## src/hdl/cc_pkg.sv

```systemverilog
/*
 * Compute cluster package
 * Shared widths, instruction encoding, FSM states and port structs
 */
package cc_pkg;

    // PC counts instructions, not bytes
    localparam int unsigned PcWidth = 16;

    typedef logic [PcWidth-1:0]   pc_t;
    typedef logic [PcWidth+1:0]   imem_addr_t;
    typedef logic [31:0]          addr_t;
    typedef logic [7:0]           tblock_idx_t;
    typedef logic [7:0]           tgroup_id_t;
    typedef logic [31:0]          inst_t;
    typedef logic [2:0]           warp_idx_t;

    // Opcode sits in bits 31..30, jump target in bits 15..0
    typedef enum logic [1:0] {
        OP_NOP  = 2'd0,
        OP_JUMP = 2'd1,
        OP_EXIT = 2'd2,
        OP_RSVD = 2'd3
    } opcode_e;

    typedef enum logic [1:0] {
        PICK,
        REQ,
        WAIT,
        EXEC
    } ctrl_state_e;

    typedef enum logic [1:0] {
        UPD_ADVANCE,
        UPD_JUMP,
        UPD_RETIRE
    } upd_kind_e;

    typedef struct packed {
        pc_t         pc;
        addr_t       dp_addr;
        tblock_idx_t tblock_idx;
        tgroup_id_t  tgroup_id;
    } alloc_t;

    typedef struct packed {
        logic      valid;
        warp_idx_t idx;
        upd_kind_e kind;
        pc_t       pc;
    } warp_upd_t;

    // Read address and read data channels only
    typedef struct packed {
        logic       ar_valid;
        warp_idx_t  ar_id;
        imem_addr_t ar_addr;
        logic       r_ready;
    } imem_req_t;

    typedef struct packed {
        logic      ar_ready;
        logic      r_valid;
        warp_idx_t r_id;
        inst_t     r_data;
    } imem_rsp_t;

endpackage : cc_pkg

```

## src/hdl/cluster_ctrl.sv

```systemverilog
/*
 * Cluster controller
 * Fetches, decodes and executes one instruction of the picked warp at a time
 */
`timescale 1ns/1ps

module cluster_ctrl (
    input  logic                clk_i,
    input  logic                rst_n_i,

    input  logic                pick_valid_i,
    input  cc_pkg::warp_idx_t   pick_idx_i,
    input  cc_pkg::pc_t         pick_pc_i,
    input  cc_pkg::tgroup_id_t  pick_tgroup_i,

    output cc_pkg::warp_upd_t   upd_o,

    output cc_pkg::imem_req_t   imem_req_o,
    input  cc_pkg::imem_rsp_t   imem_rsp_i,

    output logic                done_push_o,
    output cc_pkg::tgroup_id_t  done_id_o,
    input  logic                done_full_i
);

    cc_pkg::ctrl_state_e state_q, state_d;
    cc_pkg::warp_idx_t   cur_idx_q;
    cc_pkg::pc_t         cur_pc_q;
    cc_pkg::tgroup_id_t  cur_tgroup_q;
    cc_pkg::inst_t       inst_q;
    cc_pkg::opcode_e     opcode;
    cc_pkg::pc_t         jump_tgt;
    logic                ar_hs;
    logic                r_hs;

    assign imem_req_o.ar_valid = (state_q == cc_pkg::REQ);
    assign imem_req_o.ar_id    = cur_idx_q;
    // Byte address of a 32-bit instruction
    assign imem_req_o.ar_addr  = {cur_pc_q, 2'b00};
    assign imem_req_o.r_ready  = (state_q == cc_pkg::WAIT);

    assign ar_hs = imem_req_o.ar_valid && imem_rsp_i.ar_ready;
    assign r_hs  = imem_req_o.r_ready && imem_rsp_i.r_valid;

    assign opcode   = cc_pkg::opcode_e'(inst_q[31:30]);
    assign jump_tgt = cc_pkg::pc_t'(inst_q[15:0]);

    assign done_id_o = cur_tgroup_q;

    always_comb begin
        state_d     = state_q;
        upd_o.valid = 1'b0;
        upd_o.idx   = cur_idx_q;
        upd_o.kind  = cc_pkg::UPD_ADVANCE;
        upd_o.pc    = cur_pc_q + cc_pkg::pc_t'(1);
        done_push_o = 1'b0;

        unique case (state_q)
            cc_pkg::PICK: begin
                if (pick_valid_i) begin
                    state_d = cc_pkg::REQ;
                end
            end
            cc_pkg::REQ: begin
                if (ar_hs) begin
                    state_d = cc_pkg::WAIT;
                end
            end
            cc_pkg::WAIT: begin
                if (r_hs) begin
                    state_d = cc_pkg::EXEC;
                end
            end
            cc_pkg::EXEC: begin
                unique case (opcode)
                    cc_pkg::OP_JUMP: begin
                        upd_o.valid = 1'b1;
                        upd_o.kind  = cc_pkg::UPD_JUMP;
                        upd_o.pc    = jump_tgt;
                        state_d     = cc_pkg::PICK;
                    end
                    cc_pkg::OP_EXIT: begin
                        // Hold the warp until the completion queue has room
                        if (!done_full_i) begin
                            upd_o.valid = 1'b1;
                            upd_o.kind  = cc_pkg::UPD_RETIRE;
                            done_push_o = 1'b1;
                            state_d     = cc_pkg::PICK;
                        end
                    end
                    default: begin
                        // NOP and the reserved opcode just advance
                        upd_o.valid = 1'b1;
                        state_d     = cc_pkg::PICK;
                    end
                endcase
            end
            default: begin
                state_d = cc_pkg::PICK;
            end
        endcase
    end

    always_ff @(posedge clk_i or negedge rst_n_i) begin
        if (!rst_n_i) begin
            state_q <= cc_pkg::PICK;
        end else begin
            state_q <= state_d;
        end
    end

    always_ff @(posedge clk_i) begin
        if (state_q == cc_pkg::PICK && pick_valid_i) begin
            cur_idx_q    <= pick_idx_i;
            cur_pc_q     <= pick_pc_i;
            cur_tgroup_q <= pick_tgroup_i;
        end
        if (r_hs) begin
            inst_q <= imem_rsp_i.r_data;
        end
    end

    // Request must not change or drop before the memory accepts it
    assert property (@(posedge clk_i) disable iff (!rst_n_i)
        imem_req_o.ar_valid && !imem_rsp_i.ar_ready |=>
            imem_req_o.ar_valid && $stable(imem_req_o.ar_id) && $stable(imem_req_o.ar_addr))
        else $error("cluster_ctrl: AR channel changed before ar_ready");

    // Only one fetch is in flight, so the response belongs to it
    assert property (@(posedge clk_i) disable iff (!rst_n_i)
        r_hs |-> imem_rsp_i.r_id == imem_req_o.ar_id)
        else $error("cluster_ctrl: response id does not match request id");

endmodule : cluster_ctrl

```

## src/hdl/compute_cluster.sv

```systemverilog
/*
 * Compute cluster
 * Warp table, control FSM and completion queue around one instruction port
 */
`timescale 1ns/1ps

module compute_cluster #(
    parameter int unsigned NumWarps  = 8,
    parameter int unsigned DoneDepth = 4
) (
    input  logic               clk_i,
    input  logic               rst_n_i,

    // Block start from the scheduler
    output logic               warp_free_o,
    input  logic               allocate_warp_i,
    input  cc_pkg::alloc_t     alloc_i,

    // Block completion
    input  logic               tblock_done_ready_i,
    output logic               tblock_done_o,
    output cc_pkg::tgroup_id_t tblock_done_id_o,

    output cc_pkg::imem_req_t  imem_req_o,
    input  cc_pkg::imem_rsp_t  imem_rsp_i
);

    logic               pick_valid;
    cc_pkg::warp_idx_t  pick_idx;
    cc_pkg::pc_t        pick_pc;
    cc_pkg::tgroup_id_t pick_tgroup;
    cc_pkg::warp_upd_t  warp_upd;
    logic               done_push;
    cc_pkg::tgroup_id_t done_id;
    logic               done_full;

    warp_table #(
        .NumWarps( NumWarps )
    ) i_warp_table (
        .clk_i        ( clk_i           ),
        .rst_n_i      ( rst_n_i         ),
        .alloc_i      ( allocate_warp_i ),
        .alloc_data_i ( alloc_i         ),
        .warp_free_o  ( warp_free_o     ),
        .pick_valid_o ( pick_valid      ),
        .pick_idx_o   ( pick_idx        ),
        .pick_pc_o    ( pick_pc         ),
        .pick_tgroup_o( pick_tgroup     ),
        .upd_i        ( warp_upd        )
    );

    cluster_ctrl i_cluster_ctrl (
        .clk_i        ( clk_i       ),
        .rst_n_i      ( rst_n_i     ),
        .pick_valid_i ( pick_valid  ),
        .pick_idx_i   ( pick_idx    ),
        .pick_pc_i    ( pick_pc     ),
        .pick_tgroup_i( pick_tgroup ),
        .upd_o        ( warp_upd    ),
        .imem_req_o   ( imem_req_o  ),
        .imem_rsp_i   ( imem_rsp_i  ),
        .done_push_o  ( done_push   ),
        .done_id_o    ( done_id     ),
        .done_full_i  ( done_full   )
    );

    done_fifo #(
        .Depth( DoneDepth )
    ) i_done_fifo (
        .clk_i    ( clk_i               ),
        .rst_n_i  ( rst_n_i             ),
        .push_i   ( done_push           ),
        .push_id_i( done_id             ),
        .full_o   ( done_full           ),
        .valid_o  ( tblock_done_o       ),
        .id_o     ( tblock_done_id_o    ),
        .ready_i  ( tblock_done_ready_i )
    );

endmodule : compute_cluster

```

## src/hdl/compute_cluster_synth_wrapper.sv

```systemverilog
/*
 * Compute cluster synthesis top
 * Flattens the allocate record and instruction-port structs into plain ports
 */
`timescale 1ns/1ps

module compute_cluster_synth_wrapper #(
    parameter int unsigned NumWarps  = 8,
    parameter int unsigned DoneDepth = 4
) (
    input  logic                clk_i,
    input  logic                rst_n_i,

    output logic                warp_free_o,
    input  logic                allocate_warp_i,
    input  cc_pkg::pc_t         allocate_pc_i,
    input  cc_pkg::addr_t       allocate_dp_addr_i,
    input  cc_pkg::tblock_idx_t allocate_tblock_idx_i,
    input  cc_pkg::tgroup_id_t  allocate_tgroup_id_i,

    input  logic                tblock_done_ready_i,
    output logic                tblock_done_o,
    output cc_pkg::tgroup_id_t  tblock_done_id_o,

    output logic                imem_ar_valid_o,
    output cc_pkg::warp_idx_t   imem_ar_id_o,
    output cc_pkg::imem_addr_t  imem_ar_addr_o,
    input  logic                imem_ar_ready_i,

    input  logic                imem_r_valid_i,
    input  cc_pkg::warp_idx_t   imem_r_id_i,
    input  cc_pkg::inst_t       imem_r_data_i,
    output logic                imem_r_ready_o
);

    cc_pkg::alloc_t    alloc;
    cc_pkg::imem_req_t imem_req;
    cc_pkg::imem_rsp_t imem_rsp;

    assign alloc.pc         = allocate_pc_i;
    assign alloc.dp_addr    = allocate_dp_addr_i;
    assign alloc.tblock_idx = allocate_tblock_idx_i;
    assign alloc.tgroup_id  = allocate_tgroup_id_i;

    assign imem_ar_valid_o = imem_req.ar_valid;
    assign imem_ar_id_o    = imem_req.ar_id;
    assign imem_ar_addr_o  = imem_req.ar_addr;
    assign imem_r_ready_o  = imem_req.r_ready;

    assign imem_rsp.ar_ready = imem_ar_ready_i;
    assign imem_rsp.r_valid  = imem_r_valid_i;
    assign imem_rsp.r_id     = imem_r_id_i;
    assign imem_rsp.r_data   = imem_r_data_i;

    compute_cluster #(
        .NumWarps ( NumWarps  ),
        .DoneDepth( DoneDepth )
    ) i_cc (
        .clk_i              ( clk_i               ),
        .rst_n_i            ( rst_n_i             ),
        .warp_free_o        ( warp_free_o         ),
        .allocate_warp_i    ( allocate_warp_i     ),
        .alloc_i            ( alloc               ),
        .tblock_done_ready_i( tblock_done_ready_i ),
        .tblock_done_o      ( tblock_done_o       ),
        .tblock_done_id_o   ( tblock_done_id_o    ),
        .imem_req_o         ( imem_req            ),
        .imem_rsp_i         ( imem_rsp            )
    );

endmodule : compute_cluster_synth_wrapper

```

## src/hdl/done_fifo.sv

```systemverilog
/*
 * Completion queue
 * Buffers retired thread-group ids behind a valid/ready output
 */
`timescale 1ns/1ps

module done_fifo #(
    parameter int unsigned Depth = 4
) (
    input  logic               clk_i,
    input  logic               rst_n_i,

    input  logic               push_i,
    input  cc_pkg::tgroup_id_t push_id_i,
    output logic               full_o,

    output logic               valid_o,
    output cc_pkg::tgroup_id_t id_o,
    input  logic               ready_i
);

    localparam int unsigned PtrWidth = (Depth > 1) ? $clog2(Depth) : 1;
    localparam int unsigned CntWidth = $clog2(Depth + 1);

    cc_pkg::tgroup_id_t  mem_q [Depth];
    logic [PtrWidth-1:0] wr_ptr_q, rd_ptr_q;
    logic [CntWidth-1:0] count_q;
    logic                pop;

    assign full_o  = (count_q == CntWidth'(Depth));
    assign valid_o = (count_q != '0);
    assign id_o    = mem_q[rd_ptr_q];
    assign pop     = valid_o && ready_i;

    always_ff @(posedge clk_i or negedge rst_n_i) begin
        if (!rst_n_i) begin
            wr_ptr_q <= '0;
            rd_ptr_q <= '0;
            count_q  <= '0;
        end else begin
            if (push_i) begin
                wr_ptr_q <= (wr_ptr_q == PtrWidth'(Depth - 1)) ? '0 : wr_ptr_q + 1'b1;
            end
            if (pop) begin
                rd_ptr_q <= (rd_ptr_q == PtrWidth'(Depth - 1)) ? '0 : rd_ptr_q + 1'b1;
            end
            // Push and pop together leave the count unchanged
            if (push_i && !pop) begin
                count_q <= count_q + 1'b1;
            end else if (pop && !push_i) begin
                count_q <= count_q - 1'b1;
            end
        end
    end

    always_ff @(posedge clk_i) begin
        if (push_i) begin
            mem_q[wr_ptr_q] <= push_id_i;
        end
    end

    // The controller stalls EXIT while the queue is full
    assert property (@(posedge clk_i) disable iff (!rst_n_i)
        push_i |-> !full_o)
        else $error("done_fifo: push into a full queue");

endmodule : done_fifo

```

## src/hdl/warp_table.sv

```systemverilog
/*
 * Warp table
 * Per-warp slot records, lowest-free allocation and round-robin pick
 */
`timescale 1ns/1ps

module warp_table #(
    parameter int unsigned NumWarps = 8
) (
    input  logic                   clk_i,
    input  logic                   rst_n_i,

    input  logic                   alloc_i,
    input  cc_pkg::alloc_t         alloc_data_i,
    output logic                   warp_free_o,

    output logic                   pick_valid_o,
    output cc_pkg::warp_idx_t      pick_idx_o,
    output cc_pkg::pc_t            pick_pc_o,
    output cc_pkg::tgroup_id_t     pick_tgroup_o,

    input  cc_pkg::warp_upd_t      upd_i
);

    logic [NumWarps-1:0] valid_q;
    cc_pkg::alloc_t      rec_q [NumWarps];
    cc_pkg::warp_idx_t   rr_q;
    cc_pkg::warp_idx_t   free_idx;
    logic                alloc_en;

    // Lowest empty slot
    always_comb begin
        free_idx = '0;
        for (int i = NumWarps - 1; i >= 0; i--) begin
            if (!valid_q[i]) begin
                free_idx = cc_pkg::warp_idx_t'(i);
            end
        end
    end

    assign warp_free_o = ~&valid_q;
    assign alloc_en    = alloc_i && warp_free_o;

    // Search starts one past the last served warp and wraps around
    always_comb begin
        int unsigned cand;
        pick_valid_o = 1'b0;
        pick_idx_o   = '0;
        for (int unsigned i = 1; i <= NumWarps; i++) begin
            cand = (32'(rr_q) + i) % NumWarps;
            if (!pick_valid_o && valid_q[cand]) begin
                pick_valid_o = 1'b1;
                pick_idx_o   = cc_pkg::warp_idx_t'(cand);
            end
        end
    end

    assign pick_pc_o     = rec_q[pick_idx_o].pc;
    assign pick_tgroup_o = rec_q[pick_idx_o].tgroup_id;

    always_ff @(posedge clk_i or negedge rst_n_i) begin
        if (!rst_n_i) begin
            valid_q <= '0;
            rr_q    <= '0;
        end else begin
            if (alloc_en) begin
                valid_q[free_idx] <= 1'b1;
            end
            if (upd_i.valid) begin
                rr_q <= upd_i.idx;
                if (upd_i.kind == cc_pkg::UPD_RETIRE) begin
                    valid_q[upd_i.idx] <= 1'b0;
                end
            end
        end
    end

    // Record payload, the valid bit qualifies it
    always_ff @(posedge clk_i) begin
        if (alloc_en) begin
            rec_q[free_idx] <= alloc_data_i;
        end
        if (upd_i.valid && upd_i.kind != cc_pkg::UPD_RETIRE) begin
            rec_q[upd_i.idx].pc <= upd_i.pc;
        end
    end

    // Scheduler must only start a block while a slot is free
    assert property (@(posedge clk_i) disable iff (!rst_n_i)
        alloc_i |-> warp_free_o)
        else $error("warp_table: allocate without a free slot");

endmodule : warp_table
```

## config.mk

```make
export PLATFORM = sky130hd
export DESIGN_NAME = compute_cluster_synth_wrapper
export DESIGN_NICKNAME = d
export VERILOG_FILES = /design/src/hdl/cc_pkg.sv /design/src/hdl/cluster_ctrl.sv /design/src/hdl/compute_cluster.sv /design/src/hdl/compute_cluster_synth_wrapper.sv /design/src/hdl/done_fifo.sv /design/src/hdl/warp_table.sv
export SDC_FILE = /design/constraint.sdc
export NUM_CORES = 1
export LEC_CHECK = 0
export ABC_CLOCK_PERIOD_IN_PS = 5050
export BUFFER_PORTS_ARGS = -buffer_cell sky130_fd_sc_hd__buf_2
export CAP_MARGIN = 40
export CORE_UTILIZATION = 40
export DETAILED_ROUTE_END_ITERATION = 8
export GPL_TIMING_DRIVEN = 0
export PLACE_DENSITY = 0.55
export SYNTH_ARGS = -nofsm -noshare
export SYNTH_HDL_FRONTEND = slang
export SYNTH_HIERARCHICAL = 1
export SYNTH_SLANG_ARGS = --single-unit
```

## constraint.sdc

```tcl
create_clock -name clk_i -period 5.05 [get_ports clk_i]
set_clock_uncertainty 0.2 [all_clocks]
set_input_delay 0.505 -clock clk_i [delete_from_list [all_inputs] [get_ports clk_i]]
set_output_delay 0.505 -clock clk_i [all_outputs]
set_load 0.02 [all_outputs]
```

==> impl.org, run 1 <==
** GRT
- Number of antenna violations at the first check in global routing :: 0
- The total overflow left after global routing is 0.
- The number of global-route vias before repair came to 9915.
- For this run, the total global-route usage over all layers was measured as 0.205.
- Entering global routing, the biggest net connects 28 pins.
- First-pass GRT wire length :: 58500 um

** Drt
- Vias :: 9893
- Initial drt markers :: 718
- Dividing the detail-routed wire length by the instance count gives 20.7 um.
- The routed design has 38600 um of wire.
- Once detail routing completed, the nets flagged for antenna violations numbered 0.
- The first detailed-routing pass ran for 5 iterations.
- Vias/cell :: 5.32
- For this run, design rule violations remaining after detail routing come to 0.

** Layout
- The filler cells instantiated in the layout total 3322.
- Number of nets in the layout :: 1492
- For this run, the share of the core covered by cells in the final layout is 0.466.
- Sequential cell area in the final layout :: 8580 um2
- Compared with the post-synthesis result, the final layout area differs by 14.8%.
- Footprint of the multi-input gates :: 5570 um2
- Final standard cell count with taps included and fillers excluded :: 1861
- Antenna diode count :: 0
- Of the cells placed in the final design, the portion with a size suffix greater than 1 is 0.171.
- Summing all non-filler instances in the final layout gives an area of 17000 um2.

** STA
- Total setup violations reported at the end of the flow :: 0
- Transition at the pin with the smallest max-transition slack :: 0.826 ns
- Hold timing on the final database bottoms out at a slack of 0.0281 ns.
- Setup repair after global routing missed its margin :: no
- Final total negative setup slack :: 0 ns
- The final count of pins violating max slew is 0.
- Worst-case setup margin in the final layout :: 0.493 ns
- Maximum clock frequency :: 219 MHz
- Dividing the final minimum period by the clock period gives 0.902.
- The hold violation total from the final report is 0.
- Final critical-path required period :: 4.56 ns
- Relative slew slack :: 0.448

** Synth
- EDFF count, synth :: 269
- Counting flops and latches in the post-synthesis netlist gives 289.
- In this run the cell area of the synthesized design comes to 14800 um2.
- Avg Inst Size Synth :: 11.9 um2
- Number of distinct library cells after synthesis :: 67
- Cell count after synthesis :: 1243
- The share of the Yosys chip area taken by registers is 0.579.
- Number of warning messages in the yosys log :: 6
- Asr flop ratio synth :: 0.0692
- Most frequently used flop master after synthesis :: sky130_fd_sc_hd__edfxtp_1

** Clock tree
- Post-CTS resize count :: 0
- TritonCTS clock tree :: yes
- The number of clock buffers added by TritonCTS is 34.
- Max clock buf depth :: 3
- Latest clock arrival within the worst-skew pair :: 0.50 ns
- CTS sink count :: 289
- Clock root cell :: sky130_fd_sc_hd__clkbuf_16
- In this run the number of H-tree levels came out at 2.
- Clk pin slew, worst setup/hold paths :: 0.06 ns

** Floorplan
- Core Region :: 36500 um2
- The die covers 37800 um2.
- From bottom edge to top edge, the die measures 194 um.
- The die is 194 um wide.
- For this configuration, the core starts out at a cell density of 0.406.
- Cell Rows :: 70
- For this design the top-level I/O count stands at 138.

** Critical path
- The signal on the critical path passes through buf_2 -> inv_1 -> ha_1 -> clkbuf_1 -> buf_1 -> nand3_1 -> o221ai_1 -> nand2_1 -> or4_1 -> o211ai_2 -> buf_6 -> buf_8 -> buf_8 -> mux2i_1 -> mux2i_1 -> mux2_2.
- Critical Path Fanout Max :: 10
- For this run, the slowest stage of the critical path takes 0.45 ns.
- Element type at the critical path start :: flip-flop
- Critical-path cell with the highest stage delay :: sky130_fd_sc_hd__or4_1
- Crit path capture type :: flip-flop
- Grouping stages by cell kind, the critical path spends the most delay in buffers and inverters.
- Data on the critical path is required at its endpoint by 5.10 ns.
- Data arrives at the worst endpoint at 4.61 ns.
- WP buf/inv :: 7
- The worst setup path is of the flip-flop to flip-flop kind.

** Power
- Power comes to 12.1 mW.
- In this run the power density over the cells is 709 nW/um2.
- Maximum VDD drop :: 0.000455 V
- Leak pwr :: 6.37 nW

** Place
- Number of buffer cells added on primary ports :: 62
- Worst-case setup slack after placement :: 0.605 ns
- HPWL Detailed :: 28900 um
- Counting tap cells, the placed design contains a total of 1785 instances.
- Weighted congestion at the end of routability-driven global placement :: 0.866
- Area post-placement :: 15800 um2

** Flow run
- Max Cap Viol :: 0

** Outcome
- The run finished with clean final reports.

** Min path
- The min-delay analysis places its worst path in the category input pin to flip-flop.
[final cells by class]
| cell class | instances | share of cell area |
|---|---|---|
| tap | 468 | 0.0344 |
| inverter | 29 | 0.00640 |
| timing repair buffer | 91 | 0.0359 |
| multi-input combinational | 822 | 0.327 |
| clock inverter | 11 | 0.00316 |
| sequential | 289 | 0.504 |
| clock buffer | 47 | 0.0547 |
| buffer | 104 | 0.0338 |
[what timing repair did]
| action | CTS | global route |
|---|---|---|
| hold endpoints to repair | 37 | 0 |
| hold buffers | 18 | 0 |
| setup buffers | 0 | 0 |
[cell usage after synthesis, types with 3 or more instances]
cell type	instances	share of area
sky130_fd_sc_hd__mux2_4	3	0.0030
sky130_fd_sc_hd__nand3_1	45	0.015
sky130_fd_sc_hd__edfxtp_1	269	0.54
sky130_fd_sc_hd__clkbuf_2	12	0.0041
sky130_fd_sc_hd__o22ai_1	3	0.0013
sky130_fd_sc_hd__ha_1	15	0.013
sky130_fd_sc_hd__o22a_1	3	0.0018
sky130_fd_sc_hd__mux4_2	12	0.018
sky130_fd_sc_hd__nor2_1	47	0.012
sky130_fd_sc_hd__mux2_1	3	0.0023
sky130_fd_sc_hd__dfrtp_1	20	0.034
sky130_fd_sc_hd__o21ai_0	94	0.032
sky130_fd_sc_hd__o221ai_1	3	0.0018
sky130_fd_sc_hd__a21oi_1	23	0.0078
sky130_fd_sc_hd__buf_2	12	0.0041
sky130_fd_sc_hd__a22o_1	16	0.0095
sky130_fd_sc_hd__nor2b_1	5	0.0021
sky130_fd_sc_hd__buf_8	4	0.0041
sky130_fd_sc_hd__xnor2_1	14	0.0083
sky130_fd_sc_hd__mux2i_1	157	0.11
sky130_fd_sc_hd__nand2b_1	6	0.0025
sky130_fd_sc_hd__nand2_1	264	0.067
sky130_fd_sc_hd__buf_1	6	0.0015
sky130_fd_sc_hd__or2_2	3	0.0013
sky130_fd_sc_hd__clkbuf_1	45	0.011
sky130_fd_sc_hd__and2_1	6	0.0025
sky130_fd_sc_hd__inv_1	27	0.0068
sky130_fd_sc_hd__nor3b_1	3	0.0015
sky130_fd_sc_hd__nor3_1	12	0.0041
sky130_fd_sc_hd__buf_6	4	0.0030
sky130_fd_sc_hd__mux2_2	35	0.027
sky130_fd_sc_hd__buf_4	20	0.010
sky130_fd_sc_hd__nor4_2	4	0.0034
sky130_fd_sc_hd__xor2_1	5	0.0030
[layout by cell type (no fill, tap or decap), types with 9 or more instances in the layout]
cell type                       netlist  layout
sky130_fd_sc_hd__mux2i_1            157     157
sky130_fd_sc_hd__clkbuf_2            12      12
sky130_fd_sc_hd__xnor2_1             14      14
sky130_fd_sc_hd__edfxtp_1           269     269
sky130_fd_sc_hd__o21ai_0             94      93
sky130_fd_sc_hd__a22o_1              16      16
sky130_fd_sc_hd__clkbuf_16            0      35
sky130_fd_sc_hd__ha_1                15      15
sky130_fd_sc_hd__dfrtp_1             20      20
sky130_fd_sc_hd__clkinv_1             2       9
sky130_fd_sc_hd__nand3_1             45      45
sky130_fd_sc_hd__buf_8                4      10
sky130_fd_sc_hd__inv_1               27      27
sky130_fd_sc_hd__dlygate4sd3_1        0      18
sky130_fd_sc_hd__a21oi_1             23      23
sky130_fd_sc_hd__clkbuf_1            45      56
sky130_fd_sc_hd__buf_4               20      22
sky130_fd_sc_hd__nor3_1              12      11
sky130_fd_sc_hd__nor2_1              47      47
sky130_fd_sc_hd__mux4_2              12      12
sky130_fd_sc_hd__nand2_1            264     264
sky130_fd_sc_hd__mux2_2              35      35
sky130_fd_sc_hd__buf_2               12      77
[final timing paths]
path                                             startpoint                               to  slack (ns)  cells after the start
worst max-delay path              i_cc/i_warp_table/rr_q[1]  i_cc/i_cluster_ctrl/cur_pc_q[1]        0.49                     16
worst min-delay path                      imem_r_data_i[15]   i_cc/i_cluster_ctrl/inst_q[15]        0.03                      1
worst max register to register    i_cc/i_warp_table/rr_q[1]  i_cc/i_cluster_ctrl/cur_pc_q[1]        0.49                     16
worst min register to register  i_cc/i_done_fifo/count_q[2]      i_cc/i_done_fifo/count_q[2]        0.29                      1
max in group asynchronous                           rst_n_i     i_cc/i_done_fifo/wr_ptr_q[1]        3.95                      2
min in group asynchronous                           rst_n_i     i_cc/i_warp_table/valid_q[5]        0.32                      2
[power by group]
group | switching [mW] | total (mW) | leakage, nW | internal (mW)
clock network | 0.933 | 2.22 | 0.479 | 1.28
logic | 3.62 | 6.11 | 3.19 | 2.49
registers | 0.292 | 3.73 | 2.70 | 3.44
[metal layers]
layer  vias to the layer above  GRT usage  part of all wire  routed length, um
met2                       272      0.350              0.49              18800
met4                         0     0.0708             0.029               1130
met5                         -          0                 0                  0
li1                       4743          -                 -                  -
met1                      4802      0.266              0.43              16700
met3                        76     0.0298             0.050               1940
[flip-flops by register name, summed over array words and instances (netlist names)]
signal	count
i_cc/i_warp_table/rec_q	192
i_cc/i_done_fifo/mem_q	32
i_cc/i_cluster_ctrl/inst_q	18
i_cc/i_cluster_ctrl/cur_pc_q	16
i_cc/i_cluster_ctrl/done_id_o	8
i_cc/i_warp_table/valid_q	8
i_cc/i_cluster_ctrl/cur_idx_q	3
i_cc/i_done_fifo/count_q	3
i_cc/i_warp_table/rr_q	3
i_cc/i_cluster_ctrl/state_q	2
i_cc/i_done_fifo/rd_ptr_q	2
i_cc/i_done_fifo/wr_ptr_q	2
[kinds of logic after synthesis]
group	share of synthesized area
compound gates	0.0679
xor+xnor	0.0149
fa+ha+maj	0.0140
buf+inv	0.0461
flops	0.579
mux	0.156
other cells	0.000253
simple gates	0.122
No activity file was read; power rests on OpenSTA's default activity.
==> run 2: changes to the inputs <==
--- a/config.mk
+++ b/config.mk
@@ -6,7 +6,7 @@
 export NUM_CORES = 1
 export LEC_CHECK = 0
 export ABC_CLOCK_PERIOD_IN_PS = 5050
-export BUFFER_PORTS_ARGS = -buffer_cell sky130_fd_sc_hd__buf_2
+export BUFFER_PORTS_ARGS = -buffer_cell sky130_fd_sc_hd__buf_4
 export CAP_MARGIN = 40
 export CORE_UTILIZATION = 40
 export DETAILED_ROUTE_END_ITERATION = 8
==> impl.org, run 2 (synthesized netlist as in run 1, its figures left out) <==
** Power
- Internal power summed over all cells :: 7.49 mW (+3.7%)
- Maximum VDD drop :: 0.000434 V (-4.6%)
- Net Sw Power :: 4.94 mW (+1.9%)
- The leakage power total is 6.50 nW (+2.0%).
- The proportion of power drawn by the clock network is 0.197 (+0.013).
- Proportion of power drawn by flip-flops and latches :: 0.301 (-0.009)
- Power density cells :: 718 nW/um2 (+1.2%)
- Net Sw Frac :: 0.397 (-0.00418)
- The combinational fraction of design power came to 0.502 (-0.005).

** Critical path
- Reg2Reg Launch Point :: i_cc/i_warp_table/rr_q[1]
- Startpoint of the most critical setup path :: i_cc/i_warp_table/rr_q[1]
- Arrival @ worst endpoint :: 4.64 ns (+0.03 ns)
- Element type at the critical path start :: flip-flop
- Data required time at the worst endpoint :: 5.10 ns (about the same)
- The worst setup path is captured at a flip-flop.
- The largest driver fanout on the critical path came to 10 (unchanged).
- Critical path class :: flip-flop to flip-flop

** Floorplan
- The placement row count is 70 (unchanged).
- The initial core utilization is 0.406 (unchanged).
- The die extent in y was 194 um (unchanged).
- The total core area came to 36500 um2 (unchanged).
- The area of the die came to 37800 um2 (unchanged).
- Die W :: 194 um (unchanged)
- I/O pin count :: 138 (unchanged)

** GRT
- GRT Total Usage :: 0.209 (+0.00338)
- Number of antenna violations at the first check in global routing :: 0 (unchanged)
- Final global-route overflow total :: 0 (unchanged)
- Vias in the first global route :: 9886 (-0.29%)
- Largest net degree at the start of global routing :: 28 (unchanged)
- First-pass GRT wire length :: 59400 um (+1.6%)

** Layout
- Sequential cell area in the final layout :: 8580 um2 (unchanged)
- Number of nets in the layout :: 1494 (+0.13%)
- The proportion of layout cells with a drive suffix above 1 came to 0.176 (+0.00499).
- The count of filler cells inserted in the layout was 3256 (-2.0%).
- The flip-flop count of the largest register, all copies and words added is 192 (unchanged).
- The library cell used most frequently in the layout, excluding fill and tap cells, is sky130_fd_sc_hd__edfxtp_1.
- Antenna diode count :: 0 (unchanged)
- Area delta synth->final :: 16.8%
- Biggest register :: i_cc/i_warp_table/rec_q
- Final Core Density :: 0.474 (+0.00832)
- Largest registers ranked by flip-flop count :: i_cc/i_warp_table/rec_q x192, i_cc/i_done_fifo/mem_q x32, i_cc/i_cluster_ctrl/inst_q x18
- The top cell types in the final layout, fill and taps aside, are sky130_fd_sc_hd__edfxtp_1 (269), sky130_fd_sc_hd__nand2_1 (264), sky130_fd_sc_hd__mux2i_1 (157).
- Footprint of the multi-input gates :: 5570 um2 (unchanged)
- The number of standard cells in the layout, taps in and fillers out came to 1867 (+0.32%).

** Drt
- The number of antenna-violating nets in the routed design was 0 (unchanged).
- Vias/cell :: 5.30 (-0.33%)
- The total wire length after detailed routing is 39100 um (+1.4%).
- Number of optimization iterations in the first detailed-route pass :: 5 (unchanged)
- Initial drt markers :: 835 (+16%)
- The via count came to 9892 (-0.010%).
- Number of DRC violations after detailed routing :: 0 (unchanged)
- WL/cell :: 20.9 um (+1.0%)

** Clock tree
- TritonCTS clock tree :: yes
- The number of buffers inserted by post-CTS setup repair was 0 (unchanged).
- H-tree levels :: 2 (unchanged)
- Clock root cell :: sky130_fd_sc_hd__clkbuf_16
- Clk pin slew, worst setup/hold paths :: 0.06 ns (about the same)
- Inserted Clock Buffers :: 35 (+2.9%)
- The clock net sink count came to 289 (unchanged).
- The clock insertion delay at the later pin of the skew report came to 0.52 ns (+0.02 ns).
- Max clock buf depth :: 3 (unchanged)

** STA
- The setup total negative slack was 0 ns (unchanged).
- Post-route fraction of the period consumed by the critical path :: 0.909 (+0.00708)
- Total setup violations reported at the end of the flow :: 0 (unchanged)
- Hold Violations, Final :: 0 (unchanged)
- Transition at the pin with the smallest max-transition slack :: 0.774 ns (-0.0519 ns)
- The worst hold slack across all endpoints is 0.0205 ns (-0.00765 ns).
- Relative slew slack :: 0.483 (+0.0354)
- Final critical-path required period :: 4.59 ns (+0.0357 ns)
- Setup repair after global routing left no endpoint under its margin.
- Maximum clock frequency :: 218 MHz (-0.78%)
- The final count of pins violating max slew is 0 (unchanged).
- The smallest setup slack after layout is 0.457 ns (-0.0357 ns).

** Min path
- The path class of the tightest hold or removal check is input pin to flip-flop.
- The startpoint identified for the worst hold timing path is allocate_tgroup_id_i[3].

** Place
- The number of placed instances with taps included came to 1785 (unchanged).
- Weighted congestion at the end of routability-driven global placement :: 0.858 (-0.96%)
- Worst-case setup slack after placement :: 0.527 ns (-0.0782 ns)
- HPWL Detailed :: 29200 um (+1.1%)
- Number of buffer cells added on primary ports :: 62 (unchanged)

** Flow run
- Max Cap Viol :: 0 (unchanged)

** Outcome
- The run finished with clean final reports.
[run 2: changes by cell type in the layout (fill, tap and decap cells not counted), moves of 2 or more]
| cell | previous run | this run |
|---|---|---|
| sky130_fd_sc_hd__bufinv_16 | 0 | 3 |
| sky130_fd_sc_hd__clkbuf_1 | 56 | 54 |
| sky130_fd_sc_hd__buf_4 | 22 | 84 |
| sky130_fd_sc_hd__clkinv_2 | 2 | 6 |
| sky130_fd_sc_hd__buf_2 | 77 | 15 |
[run 2: path summary, 6_finish.rpt]
kind                                                         to  slack, ns  cells after the start
worst min-delay path              i_cc/i_warp_table/rec_q[1][3]       0.02                      1
min in group asynchronous             i_cc/i_warp_table/rr_q[1]       0.24                      2
worst max-delay path            i_cc/i_cluster_ctrl/cur_pc_q[0]       0.46                     14
worst min register to register      i_cc/i_done_fifo/count_q[2]       0.28                      1
worst max register to register  i_cc/i_cluster_ctrl/cur_pc_q[0]       0.46                     14
max in group asynchronous          i_cc/i_done_fifo/wr_ptr_q[1]       4.16                      2
[run 2: layout make-up]
class                           count  area share
Buffer                            104      0.0332
Timing Repair Buffer               92      0.0455
Sequential cell                   289       0.495
Tap cell                          468      0.0338
Inverter                           29     0.00629
Multi-Input combinational cell    822       0.322
Clock buffer                       45      0.0540
Clock inverter                     18      0.0102
[run 2: layer usage]
layer	wire (um)	vias up	GRT usage
li1	-	4743	-
met1	17000	4821	0.272
met2	19200	258	0.358
met3	1660	70	0.0272
met4	1200	0	0.0694
met5	0	-	0
[run 2: critical path, stage by stage (launching register included)]
cell                       delay, ns
sky130_fd_sc_hd__dfrtp_1        0.42
sky130_fd_sc_hd__buf_2          0.27
sky130_fd_sc_hd__inv_1          0.14
sky130_fd_sc_hd__ha_1           0.30
sky130_fd_sc_hd__clkbuf_1       0.30
sky130_fd_sc_hd__buf_1          0.39
sky130_fd_sc_hd__nand3_1        0.12
sky130_fd_sc_hd__o221ai_1       0.20
sky130_fd_sc_hd__inv_1          0.15
sky130_fd_sc_hd__or4_1          0.54
sky130_fd_sc_hd__o21ai_0        0.12
sky130_fd_sc_hd__a32o_1         0.18
sky130_fd_sc_hd__buf_2          0.27
sky130_fd_sc_hd__buf_2          0.35
sky130_fd_sc_hd__mux2_2         0.38
[run 2: power groups by stage]
stage | clock [mW] | combinational (mW) | sequential (mW)
finish | 2.45 | 6.24 | 3.74
CTS | 2.50 | 6.25 | 3.75
floorplan | 0 | 4.30 | 3.79
global route | 2.60 | 6.67 | 3.80
detailed placement | 0 | 6.21 | 3.79
global placement | 0 | 6.10 | 3.78
[run 2: timing repair]
item,4_1_cts,5_1_grt
endpoints found under the setup margin,0,0
hold buffers,19,0
gates resized for setup,0,0
hold endpoints to repair,38,0
[run 2: per-stage QoR]
stage / instance area [um2] / power, mW
global placement: 15900 / 9.89
floorplan: 14800 / 8.10
finish: 17300 / 12.4
global route: 17300 / 13.1
detailed placement: 16000 / 10.0
CTS: 17300 / 12.5
==> run 3: changes to the inputs <==
--- a/config.mk
+++ b/config.mk
@@ -9,6 +9,7 @@
 export BUFFER_PORTS_ARGS = -buffer_cell sky130_fd_sc_hd__buf_4
 export CAP_MARGIN = 40
 export CORE_UTILIZATION = 40
+export CTS_BUF_LIST = sky130_fd_sc_hd__clkbuf_8
 export DETAILED_ROUTE_END_ITERATION = 8
 export GPL_TIMING_DRIVEN = 0
 export PLACE_DENSITY = 0.55
==> impl.org, run 3 (synthesized netlist as in run 1, its figures left out) <==
** Clock tree
- The post-cts hold buffer count is 28 (+9).
- Post-CTS setup repair buffer count :: 0 (unchanged)
- Max clock buf depth :: 3 (unchanged)
- Post-CTS resize count :: 0 (unchanged)
- The total CTS buffers was 52 (+49%).
- Latest clock arrival within the worst-skew pair :: 0.60 ns (+0.08 ns)
- The clock net sink count is 289 (unchanged).
- The CTS H-tree depth was 2 (unchanged).
- Clk pin slew, worst setup/hold paths :: 0.06 ns (about the same)
- The root buffer cell chosen for the clock tree is sky130_fd_sc_hd__clkbuf_8.
- TritonCTS clock tree :: yes

** Power
- Leak pwr :: 6.58 nW (+1.2%)
- Share of total power in combinational logic :: 0.512 (+0.010)
- The portion of total power attributed to sequential cells came to 0.307 (+0.006).
- Net Sw Frac :: 0.405 (+0.00784)
- Maximum VDD drop :: 0.000381 V (-12%)
- The internal power component was 7.25 mW (-3.1%).
- The cell area power density came to 704 nW/um2 (-1.9%).
- Share of power burned in the clock network :: 0.181 (-0.016)
- The total net switching power came to 4.95 mW (about the same).

** Layout
- The flip-flop count of the largest register, all copies and words added came to 192 (unchanged).
- Leading cell type in the layout, fill and taps excluded :: sky130_fd_sc_hd__edfxtp_1
- The net count reported at finish was 1520 (+1.7%).
- Antenna diode count :: 0 (unchanged)
- The signed area change from the synthesized netlist to the final layout came to 16.9% (about the same).
- The proportion of layout cells with a drive suffix above 1 is 0.183 (+0.00693).
- The library cells used most frequently in the layout, excluding fill and tap cells, are sky130_fd_sc_hd__edfxtp_1 (269), sky130_fd_sc_hd__nand2_1 (264), sky130_fd_sc_hd__mux2i_1 (157).
- Largest registers ranked by flip-flop count :: i_cc/i_warp_table/rec_q x192, i_cc/i_done_fifo/mem_q x32, i_cc/i_cluster_ctrl/inst_q x18
- The register with the most flip-flops in the final layout is i_cc/i_warp_table/rec_q.
- Final Core Density :: 0.474 (about the same)

** Drt
- The first-pass iteration count of the detailed router was 5 (unchanged).
- The average wire per standard cell came to 20.6 um (-1.5%).
- Number of nets still failing antenna checks after routing :: 0 (unchanged)
- Vias :: 10000 (+1.5%)
- The total wire length after detailed routing was 39300 um (+0.62%).
- The remaining design rule violation count is 0 (unchanged).
- The detailed-route vias per instance was 5.26 (-0.66%).
- The initial detailed-routing violation count is 808 (-3.2%).

** Floorplan
- Height of the die :: 194 um (unchanged)
- Cell Rows :: 70 (unchanged)
- The total core area came to 36500 um2 (unchanged).
- Starting density of the core :: 0.406 (unchanged)
- The boundary pin count was 138 (unchanged).
- Total die area :: 37800 um2 (unchanged)
- The horizontal extent of the die came to 194 um (unchanged).

** Critical path
- Arrival @ worst endpoint :: 4.77 ns (+0.13 ns)
- The worst setup path is captured at a flip-flop.
- Critical Path Fanout Max :: 10 (unchanged)
- The required time at the endpoint of the critical path is 5.18 ns (+0.08 ns).
- The worst setup path is launched from a flip-flop.
- The critical path is of the flip-flop to flip-flop type.

** STA
- Total setup violations reported at the end of the flow :: 0 (unchanged)
- Maximum clock frequency :: 215 MHz (-1.1%)
- The worst relative slew slack is 0.482 (-0.000709).
- The transition at the pin with the smallest max-transition slack was 0.774 ns (+0.0000789 ns).
- Final critical-path required period :: 4.64 ns (+0.0493 ns)
- The hold violation total from the final report is 0 (unchanged).
- Setup repair after global routing left no endpoint under its margin.
- The final count of pins violating max slew is 0 (unchanged).
- Final total negative setup slack :: 0 ns (unchanged)
- The share of the clock period used by the worst path was 0.919 (+0.00977).

** GRT
- The number of global-route vias before repair came to 10100 (+2.3%).
- Final global-route overflow total :: 0 (unchanged)
- The initial antenna violation count was 0 (unchanged).
- GRT Total Usage :: 0.211 (+0.00239)
- The largest net degree at the start of global routing was 28 (unchanged).
- The wire length of the first global-routing pass came to 60000 um (+0.92%).

** Place
- The count of input and output buffers is 62 (unchanged).
- Weighted congestion at the end of routability-driven global placement :: 0.858 (unchanged)
- The final HPWL from detailed placement came to 29200 um (unchanged).

** Min path
- The path class of the tightest hold or removal check is input pin to flip-flop.

** Flow run
- The count of maximum capacitance violations came to 0 (unchanged).

** Outcome
- Status :: finished, final reports clean
## run 3: cell types whose count changed in the layout (fill, tap and decap cells not counted), sizes merged
cell / delta
clkinv: +2
dlygate4sd3: +9
bufinv: +2
clkinvlp: +2
inv: +17
clkbuf: +8
## run 3: critical path, cell delays in order, from the launching register on
cell                       delay, ns
sky130_fd_sc_hd__dfrtp_1        0.42
sky130_fd_sc_hd__buf_2          0.27
sky130_fd_sc_hd__inv_1          0.14
sky130_fd_sc_hd__ha_1           0.30
sky130_fd_sc_hd__clkbuf_1       0.30
sky130_fd_sc_hd__buf_1          0.40
sky130_fd_sc_hd__nand3_1        0.11
sky130_fd_sc_hd__o221ai_1       0.20
sky130_fd_sc_hd__inv_1          0.15
sky130_fd_sc_hd__or4_1          0.53
sky130_fd_sc_hd__o21ai_0        0.12
sky130_fd_sc_hd__a32o_1         0.19
sky130_fd_sc_hd__buf_2          0.27
sky130_fd_sc_hd__buf_2          0.36
sky130_fd_sc_hd__mux2_2         0.38
## run 3: area by class of cell
cell class | count | area [um2]
multi-input cells | 822 | 5570
plain buffers | 104 | 574
clock buffers | 53 | 729
clock inverters | 41 | 299
repair buffers | 101 | 878
flip-flops and latches | 289 | 8580
well taps | 468 | 586
inverters | 29 | 109
fillers | 3306 | 19200
## run 3: final timing paths
| kind | start | depth (start not counted) | end | slack [ns] |
|---|---|---|---|---|
| max | i_cc/i_warp_table/rr_q[1] | 14 | i_cc/i_cluster_ctrl/cur_pc_q[0] | 0.41 |
| min | tblock_done_ready_i | 3 | i_cc/i_done_fifo/rd_ptr_q[0] | 0.08 |
| max reg2reg | i_cc/i_warp_table/rr_q[1] | 14 | i_cc/i_cluster_ctrl/cur_pc_q[0] | 0.41 |
| min reg2reg | i_cc/i_done_fifo/count_q[2] | 1 | i_cc/i_done_fifo/count_q[2] | 0.29 |
| max in group asynchronous | rst_n_i | 2 | i_cc/i_done_fifo/wr_ptr_q[1] | 4.24 |
| min in group asynchronous | rst_n_i | 2 | i_cc/i_warp_table/rr_q[1] | 0.15 |
## run 3: power by group through the flow
| stage | logic [mW] | registers (mW) | clock network (mW) |
|---|---|---|---|
| after CTS | 6.25 | 3.75 | 2.27 |
| final | 6.25 | 3.74 | 2.21 |
| after global placement | 6.10 | 3.78 | 0 |
| after global routing | 6.68 | 3.80 | 2.37 |
| after floorplan | 4.30 | 3.79 | 0 |
| after detailed placement | 6.21 | 3.79 | 0 |
## run 3: through the flow
step                      power, mW  setup slack, ns  std cells  area, um2  hold slack, ns
after floorplan                8.10             1.27       1244      14800         0.00941
after global placement         9.89            0.557       1774      15900           0.222
after detailed placement       10.0            0.527       1785      16000           0.222
after CTS                      12.3            0.497       1907      17300          0.0311
after global routing           12.9            0.217       1907      17300          0.0441
final                          12.2            0.408       1907      17300          0.0811
## run 3: per-layer routing
layer,up-vias,track usage,part of all wire
met1,4859,0.273,0.43
met4,0,0.0791,0.030
li1,4798,-,-
met5,-,0,0
met3,70,0.0319,0.048
met2,310,0.358,0.49
